==> src/hw/fb_pkg.sv <==
// Frontend bus package with widths, address map, latencies, bus structs and arbiter states
package fb_pkg;

   // Bus widths
   localparam int AW = 32;
   localparam int DW = 32;

   typedef logic [AW-1:0]   addr_t;
   typedef logic [DW-1:0]   data_t;
   // All zero means read
   typedef logic [DW/8-1:0] wmask_t;

   // Targets behind the router
   localparam int N_TGT    = 2;
   localparam int TGT_SRAM = 0;
   localparam int TGT_REGS = 1;

   // SRAM geometry, word addressed
   localparam int SRAM_WORDS = 256;
   localparam int SRAM_AW    = 8;
   typedef logic [SRAM_AW-1:0] sram_idx_t;

   // Register window, 64 KiB, decoded on the upper address bits
   localparam addr_t REG_BASE    = 32'h0001_0000;
   localparam int    REG_WIN_AW  = 16;
   localparam addr_t REG_WIN_MSK = {{(AW-REG_WIN_AW){1'b1}}, {REG_WIN_AW{1'b0}}};
   localparam int    REG_WORDS   = 4;
   localparam int    REG_IW      = $clog2(REG_WORDS);
   typedef logic [REG_IW-1:0] reg_idx_t;

   // Cycles from command handshake to response valid
   localparam int SRAM_LAT = 1;
   localparam int REG_LAT  = 2;

   typedef struct packed {
      addr_t  addr;
      wmask_t we_msk;
      data_t  wdata;
   } fb_cmd_t;

   typedef struct packed {
      data_t rdata;
   } fb_rsp_t;

   typedef enum logic {
      ARB_IDLE,
      ARB_BUSY
   } arb_state_e;

   // Byte lanes under the mask take the new word, the rest keep the old one
   function automatic data_t merge_bytes(data_t old_w, data_t new_w, wmask_t msk);
      data_t res;
      for (int b = 0; b < DW/8; b++) begin
         res[b*8 +: 8] = msk[b] ? new_w[b*8 +: 8] : old_w[b*8 +: 8];
      end
      return res;
   endfunction

endpackage

==> src/hw/fb_arbiter.sv <==
// Frontend bus arbiter, round-robin between fetch and load/store with grant held to response
`timescale 1ns/1ps

module fb_arbiter (
   input  logic            clk,
   input  logic            rst,
   // Fetch port
   input  logic            f_cmd_valid,
   output logic            f_cmd_ready,
   input  fb_pkg::fb_cmd_t f_cmd,
   output logic            f_rsp_valid,
   input  logic            f_rsp_ready,
   output fb_pkg::fb_rsp_t f_rsp,
   // Load/store port
   input  logic            d_cmd_valid,
   output logic            d_cmd_ready,
   input  fb_pkg::fb_cmd_t d_cmd,
   output logic            d_rsp_valid,
   input  logic            d_rsp_ready,
   output fb_pkg::fb_rsp_t d_rsp,
   // Shared frontend bus
   output logic            mb_cmd_valid,
   input  logic            mb_cmd_ready,
   output fb_pkg::fb_cmd_t mb_cmd,
   input  logic            mb_rsp_valid,
   output logic            mb_rsp_ready,
   input  fb_pkg::fb_rsp_t mb_rsp
);

   fb_pkg::arb_state_e state_q;
   // Load/store won the previous grant
   logic               last_d_q;
   // Load/store owns the current transaction
   logic               owner_d_q;
   logic               idle;
   logic               grant_f;
   logic               grant_d;
   logic               hs_cmd;
   logic               hs_rsp;
   fb_pkg::fb_cmd_t    f_cmd_rd;

   assign idle = (state_q == fb_pkg::ARB_IDLE);

   // Fetch port is read only
   always_comb begin
      f_cmd_rd        = f_cmd;
      f_cmd_rd.we_msk = '0;
   end

   // Round robin, the loser of the last round wins a tie
   assign grant_d = d_cmd_valid & (~f_cmd_valid | ~last_d_q);
   assign grant_f = f_cmd_valid & ~grant_d;

   // Request passes through combinationally while idle
   assign mb_cmd_valid = idle & (f_cmd_valid | d_cmd_valid);
   assign mb_cmd       = grant_d ? d_cmd : f_cmd_rd;
   assign f_cmd_ready  = idle & grant_f & mb_cmd_ready;
   assign d_cmd_ready  = idle & grant_d & mb_cmd_ready;

   assign hs_cmd = mb_cmd_valid & mb_cmd_ready;
   assign hs_rsp = mb_rsp_valid & mb_rsp_ready;

   // Response steered to the grant owner only
   assign f_rsp_valid  = ~idle & ~owner_d_q & mb_rsp_valid;
   assign d_rsp_valid  = ~idle & owner_d_q & mb_rsp_valid;
   assign mb_rsp_ready = ~idle & (owner_d_q ? d_rsp_ready : f_rsp_ready);
   assign f_rsp        = mb_rsp;
   assign d_rsp        = mb_rsp;

   always_ff @(posedge clk) begin
      if (rst) begin
         state_q   <= fb_pkg::ARB_IDLE;
         // Fetch goes first after reset
         last_d_q  <= 1'b1;
         owner_d_q <= 1'b0;
      end else begin
         case (state_q)
            fb_pkg::ARB_IDLE: begin
               if (hs_cmd) begin
                  state_q   <= fb_pkg::ARB_BUSY;
                  owner_d_q <= grant_d;
                  last_d_q  <= grant_d;
               end
            end
            fb_pkg::ARB_BUSY: begin
               // Grant released at the response handshake
               if (hs_rsp) begin
                  state_q <= fb_pkg::ARB_IDLE;
               end
            end
            default: state_q <= fb_pkg::ARB_IDLE;
         endcase
      end
   end

   // No target may answer while nothing is outstanding
   a_no_rsp_idle: assert property (@(posedge clk) disable iff (rst)
      idle |-> !mb_rsp_valid)
      else $error("arbiter: response valid while idle");

endmodule

==> config.mk <==
export PLATFORM = sky130hd
export DESIGN_NAME = fb_arbiter
export DESIGN_NICKNAME = d
export VERILOG_FILES = /design/src/hw/fb_pkg.sv /design/src/hw/fb_arbiter.sv
export SDC_FILE = /design/constraint.sdc
export NUM_CORES = 1
export LEC_CHECK = 0
export ABC_AREA = 0
export ABC_CLOCK_PERIOD_IN_PS = 2900
export BUFFER_PORTS_ARGS = -buffer_cell sky130_fd_sc_hd__buf_2
export CAP_MARGIN = 20
export CORE_AREA = 2 2 123 125
export CTS_CLUSTER_DIAMETER = 200
export DETAILED_ROUTE_END_ITERATION = 7
export DIE_AREA = 0 0 125 127
export PLACE_DENSITY = 0.52
export SYNTH_ARGS = -nofsm -noshare
export SYNTH_HDL_FRONTEND = slang
export SYNTH_SLANG_ARGS = --single-unit
==> constraint.sdc <==
create_clock -name clk -period 2.9 [get_ports clk]
set_clock_uncertainty 0.2 [all_clocks]
set_input_delay 0 -clock clk [delete_from_list [all_inputs] [get_ports clk]]
set_output_delay 0 -clock clk [all_outputs]
set_load 0.01 [all_outputs]
# Word level (Yosys, flattened, before mapping)
# Index checks and enable logic that the tools add are counted.
# totals
ff_bits	3
out_inout_bits	138
word_cells	30
# op_classes
n_mux	5
bitwise_logic	21
reduce_logical	1
# op_table
op	n
68-bit 2-to-1 mux	1
1-bit bitwise AND	14
1-bit inverter	5
1-bit 2-to-1 mux	3
1-bit OR	2
1-bit case mux with 2 select lines	1
2-bit AND reduction	1

# Longest topological paths before layout
# logic_depth
depth_word	7
ltp_mapped	4

# Worst setup path before layout
# OpenSTA, ideal clock, no wires.
# synth_path
kind	register to output
startpoint	reg last_d_q
endpoint	out mb_cmd[10] (netlist bit)
arrival_time_ns	1.176
required_ns	2.700
path_slack_ns	1.524
path_stages_with_launch	4
path_buffers	1
cell_sequence	dfxtp_1 > a21boi_4 > clkbuf_8 > mux2_2
# synth_rtl
item	line	rtl
from (decl)	fb_arbiter.sv:32	logic last_d_q;
from (signal assigned)	fb_arbiter.sv:82	last_d_q <= grant_d;
to (decl)	fb_arbiter.sv:24	output fb_pkg::fb_cmd_t mb_cmd,

==> flow_summary_export.csv <==
group,metric,value,unit
status,status,"finished, final reports clean",
die,core_area,14400,µm²
placement,port_buffers,213,
setup_path,timing.rr.start,"owner_d_q",
global_routing,track_usage,6.94,%
power,finalPower,0.709,mW
setup_path,cpPeakStageDelay,440,ps
cts,cts_made_buffers,3,
sta,finalCritPeriodShare,71.9,%
sta,slew-limit-headroom,66.4,%
setup_path,cp_top_family,"buffers and inverters",
finish,drive_above_1_share,80.9,%
route,drt_first_pass_iters,4,
placement,dp.cells,490,
global_routing,grt_start_max_net_pins,43,
cts,clock_latency,220,ps
global_routing,grt_pass1_vias,1728,
die,die_y,127,µm
finish,syn_to_final_growth,80.8,%
synthesis,syn_nets,337,
sta,tightest_slew,503,ps
sta,finalMaxSlewViolations,0,
setup_path,crit_chain,"a21boi_4 > buf_12 > mux2_2 > buf_2",
sta,finalSetupViolCount,0,
die,die_area,15900,µm²
flow_run,cap_violations,0,
synthesis,ys_seq_area_share,4.04,%
hold_path,holdPathEnd,"last_d_q",
sta,rsz0062_at_grt,"false",
die,start_util,10.3,%
cts,clockBufferDepth,2,
placement,pre_cts_slack,1050,ps
hold_path,min-delay-start,"f_cmd_valid",
sta,setup_slack,816,ps
synthesis,syn_area,1490,µm²
global_routing,overflow,0,
setup_path,worstSetupStartpointType,"flip-flop",
setup_path,rr_worst_depth,4,
cts,cts_max_level,1,
route,drc,0,
synthesis,synth_top_area_share,44.7,%
power,peakVddDrop,0.251,mV
power,power.density,263,nW/µm²
placement,gp_congestion,0.744,
synthesis,synth_area_leaders,"mux2_2, buf_4, dfxtp_1",
cts,clkSlewWorstSetupHoldPaths,30,ps
route,routedWlPerCell,12.3,µm
synthesis,synth_cell_types,19,
route,finalWirelength,6500,µm
setup_path,r2r_slack,1240,ps
setup_path,crit_buf_inv,2,
synthesis,synth.largest_area_cell,"mux2_2",
synthesis,ys_ff_latch,3,
cts,cts_tree,"yes",
hold_path,hold_class,"input port to flip-flop",
route,first_iter_violations,33,
finish,fin_cells,529,
route,drtAntennaViolNets,0,
setup_path,crit_slowest_cell,"a21boi_4",
setup_path,reg2reg_to,"state_q",
setup_path,end_kind,"output port",
synthesis,syn-instance-count,161,
setup_path,crit_required,2700,ps
hold_path,hold-path-cell-count,3,
global_routing,grt_pass1_wl,8840,µm
finish,antenna_cells,0,
finish,layout.nets,522,
global_routing,antenna_found_initial,0,
route,dr_total_vias,1809,
setup_path,crit_type,"flip-flop to output port",
setup_path,arrival,1880,ps
setup_path,path_max_fanout,42,
die,ioPinCount,314,
synthesis,yosysWarnings,0,
cts,clkSinkCount,3,
sta,max_freq,0.480,GHz
cts,clock-root-buffer,"clkbuf_16",
sta,hold_viol,0,
placement,place_hpwl,5500,µm
sta,setup_tns,0,ps
sta,layout_min_cycle_time,2080,ps
power,power.leakage,1.39,nW
synthesis,syn_area_per_cell,9.24,µm²
die,rows,44,
route,vias_per_cell,3.42,
die,die_w,125,µm
Yosys cell counts (all sizes together):
master,n
buf,70
mux2,64
nor2,7
and2,4
dfxtp,3
and3,2
a211o,1
a21boi,1
a32oi,1
clkbuf,1
inv,1
mux2i,1
nand2,1
nand3b,1
nor4bb,1
o21a,1
o22ai,1
metrics by stage:
step	utilization (%)	hold WS (ps)	cell area (µm²)
finish	18.7	14.0	2690
CTS	18.7	13.5	2690
detailed placement	15.7	-200	2260
global placement	15.7	-200	2260
global route	18.7	48.0	2690
floorplan	-	-128	1490
per-layer routing:
metal / track usage, % / up-vias / part of all wire, %
met4: 1.05 / 0 / 0.12
met1: 7.77 / 767 / 36
met3: 1.21 / 2 / 12
li1: - / 858 / -
met2: 13.9 / 182 / 53
met5: 0 / - / 0
cell type report:
class | instances | area (µm²)
clock buffer | 4 | 78.8
fill | 1624 | 11700
inverter | 1 | 3.75
multi-input combinational | 86 | 866
sequential | 3 | 60.1
tap | 184 | 230
timing repair buffer | 251 | 1450
placed cells by master (no fill, tap or decap):
cell           netlist  final
a32oi_1              1      1
dlygate4sd3_1        0     35
nor4bb_1             1      1
buf_2                0    213
o22ai_1              1      1
dfxtp_1              3      3
nand2_1              1      1
buf_4               65      2
mux2_1               5      5
mux2_2              59     59
mux2i_1              1      1
a211o_1              1      1
nand3b_1             1      1
buf_12               0      1
o21a_1               1      1
a21boi_4             1      1
clkbuf_1             0      1
clkbuf_16            0      3
inv_1                1      1
nor2_1               7      7
and2_1               4      4
and3_1               2      2
worst reg2reg max path, cell delays in order (launching register included):
cell and delay [ps]:
dfxtp_1 390, mux2i_1 270, o22ai_1 120, nor2_1 80, dlygate4sd3_1 540
report_power, final:
part | internal (mW) | total, mW | switching (mW)
Sequential | 0.0446 | 0.0491 | 0.00446
Combinational | 0.240 | 0.443 | 0.203
Clock | 0.181 | 0.216 | 0.0349
state kept, by name, indices dropped and copies added, names as in the netlist:
register,cells
state_q,1
last_d_q,1
owner_d_q,1
worst max path at each step:
| stage | slack, ps | startpoint | cells after the start | endpoint |
|---|---|---|---|---|
| final | 820 | last_d_q | 4 | mb_cmd[63] |
| after global routing | 730 | last_d_q | 4 | mb_cmd[59] |
| after CTS | 800 | last_d_q | 4 | mb_cmd[59] |
| after detailed placement | 1050 | last_d_q | 4 | mb_cmd[59] |
| after global placement | 1030 | last_d_q | 4 | mb_cmd[59] |
| after floorplan | 1520 | last_d_q | 3 | mb_cmd[10] |
cell families after synthesis:
family	Yosys count	share of synthesized area, %
buffers and inverters	72	37.8
muxes	65	49.1
and+or+nand+nor	16	5.72
AOI/OAI and AO/OA	5	3.36
DFF	3	4.04
what timing repair did:
action,4_1_cts,5_1_grt
hold buffers,35,0
hold endpoints to repair,67,0
buffers inserted,0,0
resized for setup,0,0
Power figures use the tool's default switching activity.
