### src/hw/fb_pkg.sv
// Frontend bus package with widths, address map, latencies, bus structs and arbiter states
package fb_pkg;

   // Bus widths
   localparam int AW = 32;
   localparam int DW = 32;

   typedef logic [AW-1:0]   addr_t;
   typedef logic [DW-1:0]   data_t;
   // All zero means read
   typedef logic [DW/8-1:0] wmask_t;

   // Targets behind the router
   localparam int N_TGT    = 2;
   localparam int TGT_SRAM = 0;
   localparam int TGT_REGS = 1;

   // SRAM geometry, word addressed
   localparam int SRAM_WORDS = 256;
   localparam int SRAM_AW    = 8;
   typedef logic [SRAM_AW-1:0] sram_idx_t;

   // Register window, 64 KiB, decoded on the upper address bits
   localparam addr_t REG_BASE    = 32'h0001_0000;
   localparam int    REG_WIN_AW  = 16;
   localparam addr_t REG_WIN_MSK = {{(AW-REG_WIN_AW){1'b1}}, {REG_WIN_AW{1'b0}}};
   localparam int    REG_WORDS   = 4;
   localparam int    REG_IW      = $clog2(REG_WORDS);
   typedef logic [REG_IW-1:0] reg_idx_t;

   // Cycles from command handshake to response valid
   localparam int SRAM_LAT = 1;
   localparam int REG_LAT  = 2;

   typedef struct packed {
      addr_t  addr;
      wmask_t we_msk;
      data_t  wdata;
   } fb_cmd_t;

   typedef struct packed {
      data_t rdata;
   } fb_rsp_t;

   typedef enum logic {
      ARB_IDLE,
      ARB_BUSY
   } arb_state_e;

   // Byte lanes under the mask take the new word, the rest keep the old one
   function automatic data_t merge_bytes(data_t old_w, data_t new_w, wmask_t msk);
      data_t res;
      for (int b = 0; b < DW/8; b++) begin
         res[b*8 +: 8] = msk[b] ? new_w[b*8 +: 8] : old_w[b*8 +: 8];
      end
      return res;
   endfunction

endpackage

### src/hw/fb_router.sv
// Frontend bus router, decodes the address, fans commands out and merges target responses
`timescale 1ns/1ps

module fb_router (
   input  logic                      clk,
   input  logic                      rst,
   // Frontend side
   input  logic                      mb_cmd_valid,
   output logic                      mb_cmd_ready,
   input  fb_pkg::fb_cmd_t           mb_cmd,
   output logic                      mb_rsp_valid,
   input  logic                      mb_rsp_ready,
   output fb_pkg::fb_rsp_t           mb_rsp,
   // Target side
   output logic [fb_pkg::N_TGT-1:0]  tgt_cmd_valid,
   input  logic [fb_pkg::N_TGT-1:0]  tgt_cmd_ready,
   output fb_pkg::fb_cmd_t           tgt_cmd,
   input  logic [fb_pkg::N_TGT-1:0]  tgt_rsp_valid,
   output logic [fb_pkg::N_TGT-1:0]  tgt_rsp_ready,
   input  fb_pkg::fb_rsp_t           tgt_rsp [fb_pkg::N_TGT]
);

   logic [fb_pkg::N_TGT-1:0] tgt_sel;
   logic [fb_pkg::N_TGT-1:0] hs_cmd;
   logic [fb_pkg::N_TGT-1:0] hs_rsp;
   // Target that owes the frontend a response
   logic [fb_pkg::N_TGT-1:0] rsp_src_q;
   logic                     in_reg_win;

   // Only the register window is decoded, everything else aliases into SRAM
   assign in_reg_win = ((mb_cmd.addr & fb_pkg::REG_WIN_MSK) == fb_pkg::REG_BASE);

   always_comb begin
      tgt_sel                   = '0;
      tgt_sel[fb_pkg::TGT_REGS] = in_reg_win;
      tgt_sel[fb_pkg::TGT_SRAM] = ~in_reg_win;
   end

   // Command fan-out, payload shared by all targets
   assign tgt_cmd       = mb_cmd;
   assign tgt_cmd_valid = tgt_sel & {fb_pkg::N_TGT{mb_cmd_valid}};
   assign mb_cmd_ready  = |(tgt_sel & tgt_cmd_ready);

   // Response ready goes to every target
   assign tgt_rsp_ready = {fb_pkg::N_TGT{mb_rsp_ready}};

   assign hs_cmd = tgt_cmd_valid & tgt_cmd_ready;
   assign hs_rsp = tgt_rsp_valid & tgt_rsp_ready;

   // Source flags, set on command, cleared on response
   always_ff @(posedge clk) begin
      if (rst) begin
         rsp_src_q <= '0;
      end else begin
         for (int i = 0; i < fb_pkg::N_TGT; i++) begin
            if (hs_cmd[i]) begin
               rsp_src_q[i] <= 1'b1;
            end else if (hs_rsp[i]) begin
               rsp_src_q[i] <= 1'b0;
            end
         end
      end
   end

   // AND-OR merge of responses
   always_comb begin
      mb_rsp_valid = 1'b0;
      mb_rsp       = '0;
      for (int i = 0; i < fb_pkg::N_TGT; i++) begin
         mb_rsp_valid = mb_rsp_valid | (rsp_src_q[i] & tgt_rsp_valid[i]);
         mb_rsp.rdata = mb_rsp.rdata | ({fb_pkg::DW{rsp_src_q[i]}} & tgt_rsp[i].rdata);
      end
   end

   // One bus cycle at a time across all targets
   a_src_onehot: assert property (@(posedge clk) disable iff (rst)
      $onehot0(rsp_src_q))
      else $error("router: more than one response source pending");

endmodule

### config.mk
export PLATFORM = sky130hd
export DESIGN_NAME = fb_router
export DESIGN_NICKNAME = d
export VERILOG_FILES = /design/src/hw/fb_pkg.sv /design/src/hw/fb_router.sv
export SDC_FILE = /design/constraint.sdc
export NUM_CORES = 1
export LEC_CHECK = 0
export ABC_AREA = 0
export BUFFER_PORTS_ARGS = -buffer_cell sky130_fd_sc_hd__buf_4
export CORE_AREA = 4 4 93 95
export CTS_CLUSTER_SIZE = 8
export DETAILED_ROUTE_END_ITERATION = 8
export DIE_AREA = 0 0 97 99
export GPL_ROUTABILITY_DRIVEN = 0
export PLACE_DENSITY = 0.51
export SETUP_SLACK_MARGIN = 0.15
export SLEW_MARGIN = 20
export SYNTH_ARGS = -nofsm -noshare
export SYNTH_HDL_FRONTEND = slang
export SYNTH_SLANG_ARGS = --single-unit
export TNS_END_PERCENT = 5
### constraint.sdc
create_clock -name clk -period 1.8 [get_ports clk]
set_clock_uncertainty 0.2 [all_clocks]
set_input_delay 0.36 -clock clk [delete_from_list [all_inputs] [get_ports clk]]
set_output_delay 0.36 -clock clk [all_outputs]
set_load 0.005 [all_outputs]
==> After elaboration in Yosys (flattened, before gate mapping) <==
Index checks and enable logic that the tools add are counted.
{ "word_totals": {"reg_bits": 2, "inputBits": 140, "elab_cells": 21} }
{ "classes": {"n_eq_ne": 1, "mux": 4, "bitwise_logic": 11, "n_reduce_logical": 3} }
{ "op_table": {"columns": ["cell", "n"], "rows": [
  ["bitwise AND 32 bit", 2],
  ["bitwise OR 32 bit", 1],
  ["equality test 16 x 1 -> 1 bit (second input constant)", 1],
  ["bitwise AND 2 bit", 4],
  ["2-to-1 mux 1 bit", 4],
  ["nonzero test 2 bit", 2],
  ["bitwise AND 1 bit", 2],
  ["OR reduction 2 bit", 1],
  ["inverter 1 bit", 1],
  ["bitwise OR 1 bit", 1]
]} }

==> Logic depth before layout (Yosys ltp) <==
{ "depth": {"ltp_word": 5, "ltp_mapped": 4, "mapped_depth_nobuf": 3} }

==> Least setup slack after synthesis <==
No wires, ideal clock.
{ "synth_path": {"kind": "input-to-output", "startpoint": "input port mb_cmd[62] (netlist bit)", "endpoint": "output port mb_cmd_ready", "t_arrival_ns": 1.132, "required_ns": 1.240, "slack_ns": 0.108, "stages": 3, "path_buffers": 0, "cell_sequence": "nor4_2 > nand4_2 > mux2_4"} }
{ "synth_between": {"elab_chain_cells": 4} }
{ "synth_lines": {"columns": ["element", "line", "text"], "rows": [
  ["start, declared", "fb_router.sv:10", "input fb_pkg::fb_cmd_t mb_cmd,"],
  ["equality test 16 x 1 -> 1 bit *", "fb_router.sv:31", "assign in_reg_win = ((mb_cmd.addr & fb_pkg::REG_WIN_MSK) == fb_pkg::REG_BASE);"],
  ["inverter 1 bit", "fb_router.sv:36", "tgt_sel[fb_pkg::TGT_SRAM] = ~in_reg_win;"],
  ["bitwise AND 2 bit *", "fb_router.sv:42", "assign mb_cmd_ready = |(tgt_sel & tgt_cmd_ready);"],
  ["OR reduction 2 bit *", "fb_router.sv:42", null],
  ["end, declared", "fb_router.sv:9", "output logic mb_cmd_ready,"]
]} }
Every way passes the cells marked *; elsewhere a longest branch is shown, timed or not.

==> Worst setup path after layout <==
Same ends and word-level chain as after synthesis.

==> results list <==
* Outcome: complete, but fails checks
- Violations in the final reports: negative setup slack
- In this run the clock root is driven by a sky130_fd_sc_hd__clkbuf_8.
- Post-route antenna net violation count: 0
* Number of global-route vias before repair: 1,207
* Number of distinct library cells after synthesis: 18
- For this run, design rule violations remaining after detail routing come to 0.
* Mean area per synthesized cell: between 7 and 8 um2
- Wirelength per Cell: 13.81 um
- Counting flops per register, the top entry is rsp_src_q.
* CTS Buf Count: 3
- Number of input and output port buffers inserted: approximately 140
- Once the floorplan was initialized, standard cells occupied 13.41% of the core.
- The detailed router placed around 1,200 vias in this run.
* Total I/O pin count: 246
- Across the VDD grid, the largest voltage drop is ~0.00017 V.
- TritonCTS clock tree: yes
- The cell area that synthesis handed to floorplanning was 1036 um2.
- Area added between synthesis and finish: 76.21%
- Number of hold-slack violations in the final timing report: 0
* LEAKAGE: between 0.9 and 1 nW
- Portion of the post-synthesis area used by sequential elements: 3.865%
- The worst setup path is launched from an input pin.
- In this run the vertical extent of the chip is 99 um.
- The largest registers in the layout are rsp_src_q (2).
* Final Worst Setup Slack: -0.1384 ns
- Post-Syn Instances: 130
- Along the worst path, the maximum fanout reaches 3.
* Top flip-flop cell by instance count after synthesis: sky130_fd_sc_hd__dfxtp_1
- Counting flops with a built-in enable in the synthesized netlist gives 0.
- At the later pin of the worst-skew pair, clock insertion delay measures 0.21 ns.
- Async set or reset register ratio after synthesis: 0%
* Area contributors post-synth: sky130_fd_sc_hd__buf_4 51%, sky130_fd_sc_hd__a22o_1 28%, sky130_fd_sc_hd__dfxtp_1 3.9%
- The critical path is of the input pin to output port type.
* Final worst hold slack: around 0.2 ns
- Number of iterations in the first detailed-routing pass: 2
* CP most frequent cell: sky130_fd_sc_hd__buf_6
- Maximum number of pins on one net before global-route repair: 19
- After clock tree synthesis, the clock-pin slew on the worst setup and hold paths is 0.03 ns.
- For this run, the top clock speed supported by timing is 515.9 MHz.
- DP HPWL: 3609 um
- The worst pin sits at a relative slew slack of between 80 and 90%.
- Post-DR vias/cell: 3.833
* Flip-flop and latch count after synthesis: 2
- In this run, placement finished with an instance count of 302.
* Clock tree buffer depth: 2
- Slowest cell delay on critical path: 0.33 ns
- Violation count after the first detailed-route iteration: 11
- Crit path cell chain: buf_6 -> nor4_4 -> nand4_2 -> mux2_4 -> buf_6
- The startpoint identified for the worst hold timing path is tgt_cmd_ready[0].
- For hold timing, the worst endpoint is rsp_src_q[0].
- Post-synth top cells: 70 x sky130_fd_sc_hd__buf_4, 33 x sky130_fd_sc_hd__a22o_1, 7 x sky130_fd_sc_hd__clkbuf_1
* Shortest clock period the worst path allows after layout: 1.938 ns
- The register with the most flip-flops in the layout has 2 of them.
- The share of synthesized area in the top cell type comes to just over 50%.
- The post-route netlist has 79.31% of its cells at a drive strength greater than 1.
- For this run, the number of Yosys warnings is 0.
* CTS Hold Bufs: 0
* Library cell with the highest instance count after synthesis: sky130_fd_sc_hd__buf_4
- The total area inside the core boundary comes to 7727 um2.
- The worst register-to-register path has a setup slack of 0.64 ns.
- Counting instances, the worst hold path has a depth of 2.
* Die span in x: 97 um
* Beginning of the critical path: mb_cmd[62]
* Number of placement rows: 32
* Net count of the mapped netlist: 270
- The largest total area in the synthesized netlist belongs to sky130_fd_sc_hd__buf_4.
- Number of maximum-capacitance constraint violations: 0
- R2R Path End: rsp_src_q[0]
- The count of cells in the finished layout, fillers not included, comes to 305.
- In this run the number of H-tree levels came out at 1.
* Initial antenna violation count: 1
- Critical path capture point type: output port
- Global-route wire length before repair: about 6000 um
- The floorplan step defined a die boundary enclosing 9603 um2.
- Number of buffers and inverters on the critical path: 2
- WL final: 4211 um
* Final net count: 345
* RSZ-0062 raised after global routing: true
* Worst reg2reg path startpoint: rsp_src_q[0]
- Counting every sink on the clock net gives 2.
- Worst-path cell with the longest stage delay: sky130_fd_sc_hd__mux2_4
* Power Density: 306.5 nW/um2
* Endpoint required time on the critical path: ~1.2 ns
* Period utilisation layout: 107.7%
- Cell class contributing the biggest share of worst-path delay: simple AND/OR/NAND/NOR gates
- Fillers: 836
* Critical Path AT: 1.38 ns
- Antenna cell count: 0
* Total overflow reported by the global router: 0
- Worst r2r path cells: 4
- Final setup violating endpoints: 3
- Pin slew with the least headroom to its limit: ~0.24 ns
- The number of pins exceeding their max-slew limit in the final report was 0.
- The tightest min-delay check is of the input pin to register type.
- Gr usage total: between 7 and 8%
stage by stage:
stage               util (%)  cell area (um2)  setup TNS (ns)  power [mW]  setup WS [ns]
floorplan                  -             1054               0      0.2404         0.1247
global placement       22.46             1735         -0.4490      0.3747        -0.2108
detailed placement     22.46             1735         -0.4382      0.3791        -0.2105
CTS                    23.45             1812         -0.2770      0.5722        -0.1476
global route           23.62             1826         -0.4213      0.6036        -0.1832
finish                 23.62             1826         -0.2483      0.5594        -0.1384
report_power, final:
group / switching [mW] / leakage [nW] / total (mW) / internal (mW)
combinational: 0.102 / 0.906 / 0.335 / 0.233
clock: 0.0348 / 0.0216 / 0.176 / 0.141
sequential: 0.00165 / 0.0172 / 0.0484 / 0.0467
total: 0.138 / 0.945 / 0.559 / 0.421
cell type report:
type                    instances  area [um2]  area share, %
multi-input cells              48       457.9          25.09
inverters                       2       7.507         0.4112
flip-flops and latches          2       42.54          2.330
well taps                     102       127.6          6.991
repair buffers                148        1149          62.92
clock buffers                   3       41.29          2.262
layout by cell type, fill, tap and decap left out:
cell type,n
sky130_fd_sc_hd__nand2_1,2
sky130_fd_sc_hd__o21ai_0,1
sky130_fd_sc_hd__nor4b_4,1
sky130_fd_sc_hd__a31o_2,1
sky130_fd_sc_hd__nand4_2,1
sky130_fd_sc_hd__buf_6,10
sky130_fd_sc_hd__mux2_4,1
sky130_fd_sc_hd__a22o_1,33
sky130_fd_sc_hd__nand3b_1,1
sky130_fd_sc_hd__dfxtp_2,2
sky130_fd_sc_hd__nor2b_1,1
sky130_fd_sc_hd__inv_1,2
sky130_fd_sc_hd__clkbuf_8,3
sky130_fd_sc_hd__and2_2,1
sky130_fd_sc_hd__buf_4,138
sky130_fd_sc_hd__a211oi_1,1
sky130_fd_sc_hd__nor2_1,1
sky130_fd_sc_hd__nor4_4,3
timing repair:
item / in CTS / in global routing
endpoints found under the hold margin: 0 / 0
setup endpoints to repair: 17 / 36
pin swaps: 3 / 3
resized for setup: 8 / 5
buffers inserted: 0 / 0
per-layer routing:
layer / up-vias / track usage [%] / share of wire, %
li1: 540 / - / -
met1: 490 / 7.023 / 31
met2: 105 / 13.32 / 49
met3: 32 / 3.892 / 15
met4: 2 / 5.940 / 5.3
met5: - / 0 / 0.17
worst register-to-register path, delay by kind of cell (launching register included):
kind,cells,cell delay [ns]
buffers and inverters,2,0.23
DFF,1,0.34
AOI/OAI and AO/OA,2,0.33
how the worst max path moves through the flow:
stage              endpoint  slack (ns)  cells after the start
2_1_floorplan  mb_cmd_ready        0.12                      3
3_3_place_gp   mb_cmd_ready       -0.21                      5
3_5_place_dp   mb_cmd_ready       -0.21                      5
4_1_cts        mb_cmd_ready       -0.15                      5
5_1_grt        mb_cmd_ready       -0.18                      5
6_report       mb_cmd_ready       -0.14                      5
kinds of logic (layout without fill, tap and decap cells):
group                  count (synthesis)  count (layout)  share of synthesized area, %
DFF                                    2               2                         3.865
AOI/OAI and AO/OA                     36              36                         29.95
buffers and inverters                 80             153                         54.47
and+or+nand+nor                       11              11                         10.27
muxes                                  1               1                         1.449
(Power assumes the default switching activity.)
