--- src/hw/fb_pkg.sv ---
// Frontend bus package with widths, address map, latencies, bus structs and arbiter states
package fb_pkg;

   // Bus widths
   localparam int AW = 32;
   localparam int DW = 32;

   typedef logic [AW-1:0]   addr_t;
   typedef logic [DW-1:0]   data_t;
   // All zero means read
   typedef logic [DW/8-1:0] wmask_t;

   // Targets behind the router
   localparam int N_TGT    = 2;
   localparam int TGT_SRAM = 0;
   localparam int TGT_REGS = 1;

   // SRAM geometry, word addressed
   localparam int SRAM_WORDS = 256;
   localparam int SRAM_AW    = 8;
   typedef logic [SRAM_AW-1:0] sram_idx_t;

   // Register window, 64 KiB, decoded on the upper address bits
   localparam addr_t REG_BASE    = 32'h0001_0000;
   localparam int    REG_WIN_AW  = 16;
   localparam addr_t REG_WIN_MSK = {{(AW-REG_WIN_AW){1'b1}}, {REG_WIN_AW{1'b0}}};
   localparam int    REG_WORDS   = 4;
   localparam int    REG_IW      = $clog2(REG_WORDS);
   typedef logic [REG_IW-1:0] reg_idx_t;

   // Cycles from command handshake to response valid
   localparam int SRAM_LAT = 1;
   localparam int REG_LAT  = 2;

   typedef struct packed {
      addr_t  addr;
      wmask_t we_msk;
      data_t  wdata;
   } fb_cmd_t;

   typedef struct packed {
      data_t rdata;
   } fb_rsp_t;

   typedef enum logic {
      ARB_IDLE,
      ARB_BUSY
   } arb_state_e;

   // Byte lanes under the mask take the new word, the rest keep the old one
   function automatic data_t merge_bytes(data_t old_w, data_t new_w, wmask_t msk);
      data_t res;
      for (int b = 0; b < DW/8; b++) begin
         res[b*8 +: 8] = msk[b] ? new_w[b*8 +: 8] : old_w[b*8 +: 8];
      end
      return res;
   endfunction

endpackage

--- src/hw/fb_reg_bank.sv ---
// Scratch register bank target, four byte-masked words with a two-cycle response
`timescale 1ns/1ps

module fb_reg_bank (
   input  logic            clk,
   input  logic            rst,
   input  logic            cmd_valid,
   output logic            cmd_ready,
   input  fb_pkg::fb_cmd_t cmd,
   output logic            rsp_valid,
   input  logic            rsp_ready,
   output fb_pkg::fb_rsp_t rsp
);

   fb_pkg::data_t    regs [fb_pkg::REG_WORDS];
   fb_pkg::reg_idx_t idx;
   fb_pkg::data_t    merged;
   // Extra stage between write and response
   logic             pend_q;
   fb_pkg::data_t    pend_data_q;
   logic             hs_cmd;

   // Bits 3:2 pick the word, the rest of the window aliases
   assign idx    = cmd.addr[fb_pkg::REG_IW+1:2];
   assign merged = fb_pkg::merge_bytes(regs[idx], cmd.wdata, cmd.we_msk);
   assign hs_cmd = cmd_valid & cmd_ready;

   always_ff @(posedge clk) begin
      if (rst) begin
         for (int i = 0; i < fb_pkg::REG_WORDS; i++) begin
            regs[i] <= '0;
         end
      end else if (hs_cmd) begin
         regs[idx] <= merged;
      end
   end

   // Payload path
   always_ff @(posedge clk) begin
      if (hs_cmd) begin
         pend_data_q <= merged;
      end
      if (pend_q) begin
         rsp.rdata <= pend_data_q;
      end
   end

   always_ff @(posedge clk) begin
      if (rst) begin
         cmd_ready <= 1'b0;
         pend_q    <= 1'b0;
         rsp_valid <= 1'b0;
      end else begin
         cmd_ready <= ~(hs_cmd | pend_q | (rsp_valid & ~rsp_ready));
         pend_q    <= hs_cmd;
         if (pend_q) begin
            rsp_valid <= 1'b1;
         end else if (rsp_ready) begin
            rsp_valid <= 1'b0;
         end
      end
   end

   // Busy from acceptance until the response is taken
   a_no_cmd_pend: assert property (@(posedge clk) disable iff (rst)
      pend_q || rsp_valid |-> !hs_cmd)
      else $error("reg_bank: command accepted with response pending");

endmodule

--- config.mk ---
export PLATFORM = sky130hd
export DESIGN_NAME = fb_reg_bank
export DESIGN_NICKNAME = d
export VERILOG_FILES = /design/src/hw/fb_pkg.sv /design/src/hw/fb_reg_bank.sv
export SDC_FILE = /design/constraint.sdc
export NUM_CORES = 1
export LEC_CHECK = 0
export ABC_AREA = 1
export BUFFER_PORTS_ARGS = -buffer_cell sky130_fd_sc_hd__buf_4
export CORE_MARGIN = 2
export CORE_UTILIZATION = 60
export CTS_BUF_LIST = sky130_fd_sc_hd__clkbuf_4
export DETAILED_ROUTE_END_ITERATION = 6
export PLACE_DENSITY = 0.89
export SYNTH_ARGS = -nofsm -noshare
export SYNTH_HDL_FRONTEND = slang
export SYNTH_SLANG_ARGS = --single-unit
export TNS_END_PERCENT = 1
--- constraint.sdc ---
create_clock -name clk -period 3.5 [get_ports clk]
set_clock_uncertainty 0.05 [all_clocks]
set_input_delay 0.175 -clock clk [delete_from_list [all_inputs] [get_ports clk]]
set_output_delay 0.175 -clock clk [all_outputs]
set_load 0.005 [all_outputs]
# ---- Word-level counts from Yosys, hierarchy flattened
# Memory sizes are Yosys's and may differ from the RTL's.
# Index checks and enable logic that the tools add are counted.
dict set report word_totals {
  reg_bits 67
  word_cells 28
  ramBits 128
  mem_count 1
}
dict set report classes {
  bitwise 6
  reduce_logical 2
  muxes 14
}
# memory depth word_bits read_ports rd_clocked_by_memory_dff write_ports line_no
set mem_list {}
lappend mem_list {regs 4 32 1 0 4 fb_reg_bank.sv:15} ;# fb_pkg::data_t regs [fb_pkg::REG_WORDS];
# op count
set ops {}
lappend ops {{2-to-1 mux 32 bit} 1}
lappend ops {{2-to-1 mux 8 bit} 4}
lappend ops {{OR reduction 32 bit} 1}
lappend ops {{2-to-1 mux 1 bit} 8}
lappend ops {{AND 1 bit} 2}
lappend ops {{2-to-1 mux 2 bit} 1}
lappend ops {{inverter 1 bit} 2}
lappend ops {{OR 1 bit} 2}
lappend ops {{nonzero test 2 bit} 1}

# ---- Depth between registers and ports, before layout
# Gate-level depths: netlist of the first run.
dict set report depth {
  depth_word 6
  depth_mapped 8
  depth_no_buf 6
}

# ---- Worst setup path after synthesis of the first run
# No wires, ideal clock.
dict set report synth_timing {
  path_type {reg2reg}
  start {reg cmd_ready}
  end {mem regs[0][0] (netlist bit) (enable)}
  synth_period_minus_slack_ns 2.542
  stages_incl_launch_ff 8
  arrival_time_ns 2.103
  setup_time_ns 0.389
  n_path_buf 1
  setup_slack_ns 0.958
  cell_sequence {dfxtp_1 -> nand2_1 -> inv_2 -> nand2_2 -> nor2_4 -> nand2_2 -> buf_2 -> nand2_1}
}
# item line_no
set synth_lines {}
lappend synth_lines {{from (decl)} fb_reg_bank.sv:8} ;# output logic cmd_ready,
lappend synth_lines {{from (signal assigned)} fb_reg_bank.sv:54} ;# cmd_ready <= ~(hs_cmd | pend_q | (rsp_valid & ~rsp_ready));
lappend synth_lines {{to (decl)} fb_reg_bank.sv:15}

==> summary.md, run 1 <==
| Metric | Value |
|---|---|
| Outcome | `completed` |
| DIE AREA | `15800 um2` |
| Crit. End Element | `flip-flop` |
| Placeable core region | `14500 um2` |
| Avg WL per Cell | `15.0 um` |
| Synth cell count leaders | `edfxtp_1 (192), inv_1 (167), nor2_1 (129)` |
| TNS Setup | `0 ns` |
| Site Rows | `44` |
| Area share of the largest cell type after synthesis | `65.1%` |
| Tot GR Track Use | `22.4%` |
| Vias | `5808` |
| Clk sink count | `195` |
| Placer Congestion | `0.776` |
| Synth warnings | `0` |
| Max VDD drop | `0.190 mV` |
| Dpl hpwl | `9800 um` |
| Cts bufs inserted | `17` |
| Clock-pin slew on the worst setup and hold paths | `0.14 ns` |
| Max Cap Viol | `0` |
| Syn_nets | `906` |
| GR Overflow Total | `0` |
| Vias in the first global route | `5623` |
| Die Height | `126 um` |
| Fillers | `1009` |
| Fin worst setup slack | `1.08 ns` |
| Synth area leaders | `edfxtp_1 (65%), inv_1 (7.1%), nor2_1 (5.5%)` |
| Hold crit path type | `input pin to flip-flop` |
| Worst Path Required | `3.73 ns` |
| Yosys reg bits | `195` |
| DRT Wirelength | `17000 um` |
| Slew Limit Fails | `0` |
| Post-CTS sizing | `0` |
| Synth Cell Area | `8860 um2` |
| Clk_lat worst skew | `0.58 ns` |
| Seq/Total Area, Yosys | `65.7%` |
| Most frequent cell after synthesis | `edfxtp_1` |
| Final std cells w/o fill | `1132` |
| Starting Density | `61.2%` |
| Share of the clock period used by the worst path | `69.1%` |
| Post-synth EDFFs | `192` |
| I/O Buffers | `75` |
| Critical path class | `flip-flop to flip-flop` |
| Final setup viols | `0` |
| Part of the power in registers | `64.1%` |
| Number of H-tree levels | `4` |
| CP max stage delay | `0.56 ns` |
| Worst Tran Pin Value | `0.882 ns` |
| Clk root buf | `clkbuf_4` |
| Period minus WS final | `2.42 ns` |
| NetSw | `0.00101 W` |
| Post-CTS Setup Inserts | `0` |
| FF/Latch Area | `5830 um2` |
| Final core occ | `69.8%` |
| Largest net degree at the start of global routing | `65` |
| RSZ-0062 raised after global routing | `no` |
| Critical path launch point type | `flip-flop` |
| Pwr Total | `0.00422 W` |
| CTS tree | `done` |
| DR DRC count | `0` |
| Share of layout cells above drive strength 1 | `25.6%` |
| CP arrival | `2.64 ns` |
| FFs w/ async S/R, synth | `0%` |
| Synthesized instance count | `834` |
| Fmax | `414 MHz` |
| Multi-input logic area | `2160 um2` |
| Mean post-synth cell area | `10.6 um2` |
| CP max-delay cell | `inv_1` |
| DRT iter0 DRCs | `610` |
| Ports | `106` |
| Vias per cell | `5.13` |
| Post-route antenna net violation count | `0` |
| Gate power share | `11.1%` |
| Count of cell types in the netlist | `19` |
| Switching part of the total power | `23.9%` |
| First-pass GRT wire length | `27200 um` |
| Nets | `1007` |
| Placed cells | `1066` |
| CTS max path bufs | `2` |
| Die outline width | `126 um` |
| Clock power share | `24.8%` |
| P_int | `0.00321 W` |
| Max_slew headroom | `41.2%` |
| Crit path max fanout | `33` |
| Cell Chain, Critical Path | `nand2_1 > inv_2 > buf_4 > a31oi_1 > inv_1 > buf_4` |
| DRT Pass-1 Iters | `5` |
| CP most frequent cell | `buf_4` |
| Leakage | `4.39 nW` |
| Initial antenna violation count | `1` |
| Pre-CTS WS | `1.08 ns` |
| Top_reg_cell synth | `edfxtp_1` |
| Leading area contributor after synthesis | `edfxtp_1` |
| Final hold viol count | `0` |
| Layout area overhead | `14.0%` |
| Power density over the cells | `418 nW/um2` |
stage by stage:
| step | instance area (um2) | hold WS, ns |
|---|---|---|
| final | 10100 | 0.0533 |
| after global routing | 10100 | 0.0399 |
| after CTS | 10100 | 0.0191 |
| after detailed placement | 9530 | 0.336 |
| after global placement | 9530 | 0.324 |
| after floorplan | 8860 | 0.194 |
final timing paths:
path	from	slack [ns]	cells past startpoint	to
max	cmd_ready	1.08	6	regs[3][19]
min	cmd[7]	0.05	4	pend_data_q[7]
max reg2reg	cmd_ready	1.08	6	regs[3][19]
min reg2reg	pend_data_q[31]	0.38	0	rsp[31]
layout make-up:
cell class | instances | share of cell area [%]
clock inverter | 10 | 0.669
sequential | 195 | 57.7
clock buffer | 21 | 1.56
inverter | 172 | 6.44
timing repair buffer | 119 | 9.93
antenna | 1 | 0.0248
tap | 184 | 2.28
multi-input combinational | 430 | 21.4
placed cells by master, fill, tap and decap left out:
cell / instances
inv_1: 167
nand2_1: 116
dlygate4sd3_1: 34
bufinv_16: 1
nand3_2: 41
clkbuf_4: 21
diode_2: 1
inv_2: 3
clkinv_2: 3
dfxtp_2: 1
dfxtp_1: 2
a31oi_1: 1
nor2_4: 1
or2_2: 32
nor2_1: 129
buf_12: 2
edfxtp_1: 192
nand3_1: 57
a21oi_1: 1
inv_4: 2
buf_4: 83
nand2_2: 52
clkinv_1: 6
critical path, delay by kind of cell, from the launching register on:
kind,cells,cell delay [ns]
AOI/OAI and AO/OA,1,0.15
DFF,1,0.36
buffers and inverters,4,1.45
and+or+nand+nor,1,0.08
timing repair:
item                                    in CTS  in global routing
hold endpoints to repair                   143                  0
endpoints found under the setup margin       0                  0
hold buffers                                34                  0
power groups by stage:
stage,sequential [W],clock (W),combinational [W]
after floorplan,0.00275,0,0.000299
after global placement,0.00276,0,0.000418
after detailed placement,0.00276,0,0.000434
after CTS,0.00271,0.00106,0.000467
after global routing,0.00272,0.00114,0.000517
final,0.00271,0.00105,0.000467
sequential cells by signal, summed over array words and instances, names as in the netlist:
name	cells
cmd_ready	1
pend_data_q	32
regs	128
pend_q	1
rsp_valid	1
rsp	32
cells by family (layout without fill, tap and decap cells):
logic type | count (synthesis) | in the layout | share of synthesized area, %
other | 0 | 1 | 0
AO/OA/AOI/OAI | 2 | 2 | 0.127
AND/OR/NAND/NOR | 428 | 428 | 24.3
buffers and inverters | 209 | 322 | 9.85
flip-flops | 195 | 195 | 65.7
per-layer routing:
layer / routed length (um) / GRT usage (%) / vias up / share of wire (%)
met2: 8850 / 37.9 / 224 / 52
met4: 412 / 10.0 / 0 / 2.4
met5: 0 / 0 / - / 0
met1: 6730 / 28.4 / 2735 / 40
li1: - / - / 2812 / -
met3: 1010 / 4.15 / 37 / 6.0
(Power assumes the default switching activity.)
==> run 2, diff against run 1 <==
--- a/config.mk
+++ b/config.mk
@@ -5,7 +5,7 @@
 export SDC_FILE = /design/constraint.sdc
 export NUM_CORES = 1
 export LEC_CHECK = 0
-export ABC_AREA = 1
+export ABC_AREA = 0
 export BUFFER_PORTS_ARGS = -buffer_cell sky130_fd_sc_hd__buf_4
 export CORE_MARGIN = 2
 export CORE_UTILIZATION = 60
==> constraint.sdc (replaced) <==
create_clock -name clk -period 2.3 [get_ports clk]
set_clock_uncertainty 0.05 [all_clocks]
set_input_delay 0.115 -clock clk [delete_from_list [all_inputs] [get_ports clk]]
set_output_delay 0.115 -clock clk [all_outputs]
set_load 0.005 [all_outputs]
==> summary.md, run 2 <==
| Metric | Value |
|---|---|
| Layout area overhead | `19.9% (was 14.0%)` |
| Flop2flop setup slack | `0.39 ns (was 1.08 ns)` |
| CTS max path bufs | `2 (unchanged)` |
| RSZ-0062 raised after global routing | `no (unchanged)` |
| Worst Path Required | `2.76 ns (was 3.73 ns)` |
| Power density over the cells | `643 nW/um2 (was 418 nW/um2)` |
| Max VDD drop | `0.442 mV (was 0.190 mV)` |
| Count of cell types in the netlist | `25 (was 19)` |
| DIE AREA | `15000 um2 (was 15800 um2)` |
| Post-CTS sizing | `0 (unchanged)` |
| Synth cell count leaders | `edfxtp_1 (192), nor2_1 (127), o21ai_1 (62) (was edfxtp_1 (192), inv_1 (167), nor2_1 (129))` |
| Top_reg_cell synth | `edfxtp_1 (unchanged)` |
| Leakage | `3.62 nW (was 4.39 nW)` |
| Vias | `5725 (was 5808)` |
| Clk_lat worst skew | `0.60 ns (was 0.58 ns)` |
| Largest registers | `regs: 128 flops, pend_data_q: 32 flops, rsp: 32 flops (unchanged)` |
| Final hold viol count | `0 (unchanged)` |
| Share of layout cells above drive strength 1 | `20.2% (was 25.6%)` |
| Critical path class | `flip-flop to flip-flop (unchanged)` |
| First-pass GRT wire length | `29200 um (was 27200 um)` |
| Synthesized instance count | `636 (was 834)` |
| Most frequent cell after synthesis | `edfxtp_1 (unchanged)` |
| TNS Setup | `0 ns (unchanged)` |
| Placer Congestion | `0.822 (was 0.776)` |
| Die outline width | `123 um (was 126 um)` |
| Final std cells w/o fill | `970 (was 1132)` |
| Max reg flops | `128 (unchanged)` |
| Synth warnings | `0 (unchanged)` |
| Seq/Total Area, Yosys | `69.1% (was 65.7%)` |
| Synth Cell Area | `8430 um2 (was 8860 um2)` |
| Ports | `106 (unchanged)` |
| Dpl hpwl | `10900 um (was 9800 um)` |
| Share of the clock period used by the worst path | `83.1% (was 69.1%)` |
| Most common cell after layout, fill and taps aside | `edfxtp_1 (unchanged)` |
| Site Rows | `43 (was 44)` |
| Gate power share | `10.5% (was 11.1%)` |
| NetSw | `0.00160 W (was 0.00101 W)` |
| DR DRC count | `0 (unchanged)` |
| Placed cells | `872 (was 1066)` |
| CP arrival | `2.37 ns (was 2.64 ns)` |
| Largest net degree at the start of global routing | `38 (was 65)` |
| Final setup viols | `0 (unchanged)` |
| WHS | `0.0587 ns (was 0.0533 ns)` |
| Post-synth EDFFs | `192 (unchanged)` |
| FFs w/ async S/R, synth | `0% (unchanged)` |
| Clk sink count | `195 (unchanged)` |
| Initial antenna violation count | `0 (was 1)` |
| Vias in the first global route | `5864 (was 5623)` |
| Worst Tran Pin Value | `0.891 ns (was 0.882 ns)` |
| Cts bufs inserted | `17 (unchanged)` |
| Period minus WS final | `1.91 ns (was 2.42 ns)` |
| Tot GR Track Use | `26.3% (was 22.4%)` |
| Most frequent cells in the layout | `edfxtp_1 (192), nor2_1 (127), buf_4 (91) (was edfxtp_1 (192), inv_1 (167), nor2_1 (129))` |
| Yosys reg bits | `195 (unchanged)` |
| Crit path max fanout | `33 (unchanged)` |
| DRT Wirelength | `18700 um (was 17000 um)` |
| Clock power share | `25.9% (was 24.8%)` |
| Critical path launch point type | `flip-flop (unchanged)` |
| Post-route antenna net violation count | `0 (unchanged)` |
| Mean post-synth cell area | `13.3 um2 (was 10.6 um2)` |
| Switching part of the total power | `24.6% (was 23.9%)` |
| Hold crit path type | `input pin to flip-flop (unchanged)` |
| Max_slew headroom | `40.6% (was 41.2%)` |
| DRT Pass-1 Iters | `4 (was 5)` |
| Max Cap Viol | `0 (unchanged)` |
| Number of H-tree levels | `4 (unchanged)` |
| Slew Limit Fails | `0 (unchanged)` |
| GR Overflow Total | `0 (unchanged)` |
| Pwr Total | `0.00650 W (was 0.00422 W)` |
| Outcome | `completed (unchanged)` |
| Leading area contributor after synthesis | `edfxtp_1 (unchanged)` |
| Clk root buf | `clkbuf_4 (unchanged)` |
| Largest Register | `regs (unchanged)` |
| I/O Buffers | `75 (unchanged)` |
| Fmax | `523 MHz (was 414 MHz)` |
| P_int | `0.00490 W (was 0.00321 W)` |
| Synth area leaders | `edfxtp_1 (68%), nor2_1 (5.7%), mux2_1 (4.3%) (was edfxtp_1 (65%), inv_1 (7.1%), nor2_1 (5.5%))` |
| Area share of the largest cell type after synthesis | `68.4% (was 65.1%)` |
| Vias per cell | `5.90 (was 5.13)` |
| CTS tree | `done (unchanged)` |
| Placeable core region | `13800 um2 (was 14500 um2)` |
| Syn_nets | `708 (was 906)` |
| Die Height | `123 um (was 126 um)` |
| Avg WL per Cell | `19.3 um (was 15.0 um)` |
| Clock-pin slew on the worst setup and hold paths | `0.15 ns (was 0.14 ns)` |
| Starting Density | `61.0% (was 61.2%)` |
| Crit. End Element | `flip-flop (unchanged)` |
| Part of the power in registers | `63.6% (was 64.1%)` |
| Nets | `848 (was 1007)` |
| DRT iter0 DRCs | `693 (was 610)` |
[run 2: cell types whose count changed after synthesis, sizes merged, moves of 38 or more]
cell,previous run,this run
nand2,168,0
o21ai,0,62
nand2b,0,38
nor3,0,64
inv,172,2
nand3,98,0
[run 2: power by group through the flow]
stage	combinational (W)	sequential (W)	clock (W)
3_3_place_gp	0.000556	0.00420	0
4_1_cts	0.000675	0.00413	0.00171
5_1_grt	0.000741	0.00415	0.00182
2_1_floorplan	0.000355	0.00420	0
6_report	0.000685	0.00414	0.00168
3_5_place_dp	0.000584	0.00422	0
[run 2: through the flow]
| stage | util (%) | setup slack (ns) | cell area, um2 |
|---|---|---|---|
| floorplan | - | 0.0679 | 8430 |
| global placement | 66.6 | 0.475 | 9210 |
| detailed placement | 66.6 | 0.385 | 9210 |
| CTS | 73.1 | 0.399 | 10100 |
| global route | 73.1 | 0.297 | 10100 |
| finish | 73.1 | 0.388 | 10100 |
[run 2: cells by family after synthesis]
group | Yosys count | synth area share [%]
and+or+nand+nor | 272 | 17.4
buffers and inverters | 40 | 2.39
DFF | 195 | 69.1
AOI/OAI and AO/OA | 97 | 6.83
muxes | 32 | 4.27
[run 2: area by class of cell]
class                   instances  area (um2)
inverters                       2        7.51
multi-input cells             401        2400
clock inverters                14         115
fillers                       858        3720
repair buffers                159        1390
well taps                     180         225
clock buffers                  18         135
diodes                          1        2.50
flip-flops and latches        195        5830
[run 2: routing by layer]
layer | track usage (%) | wire [um] | up-vias
met5 | 0 | 0 | -
met4 | 12.9 | 490 | 0
met3 | 5.30 | 1430 | 47
met2 | 43.7 | 9590 | 283
met1 | 33.1 | 7190 | 2779
li1 | - | - | 2616
[run 2: worst max-delay path, stage by stage, from the launching register on]
cell and delay, ns:
dfxtp_1 0.43, and2_2 0.19, buf_4 0.46, nor4_1 0.12
dlygate4sd3_1 0.57
[run 2: timing repair]
action	in CTS	in global routing
endpoints found under the setup margin	0	0
hold endpoints to repair	77	0
hold buffers	65	0
setup buffers	0	0
[run 2: worst paths after layout]
kind,end,from,cells past startpoint
worst max-delay path,cmd_ready,cmd_ready,4
worst min-delay path,regs[0][7],cmd[32],4
worst max register to register,cmd_ready,cmd_ready,4
worst min register to register,rsp[19],pend_data_q[19],0
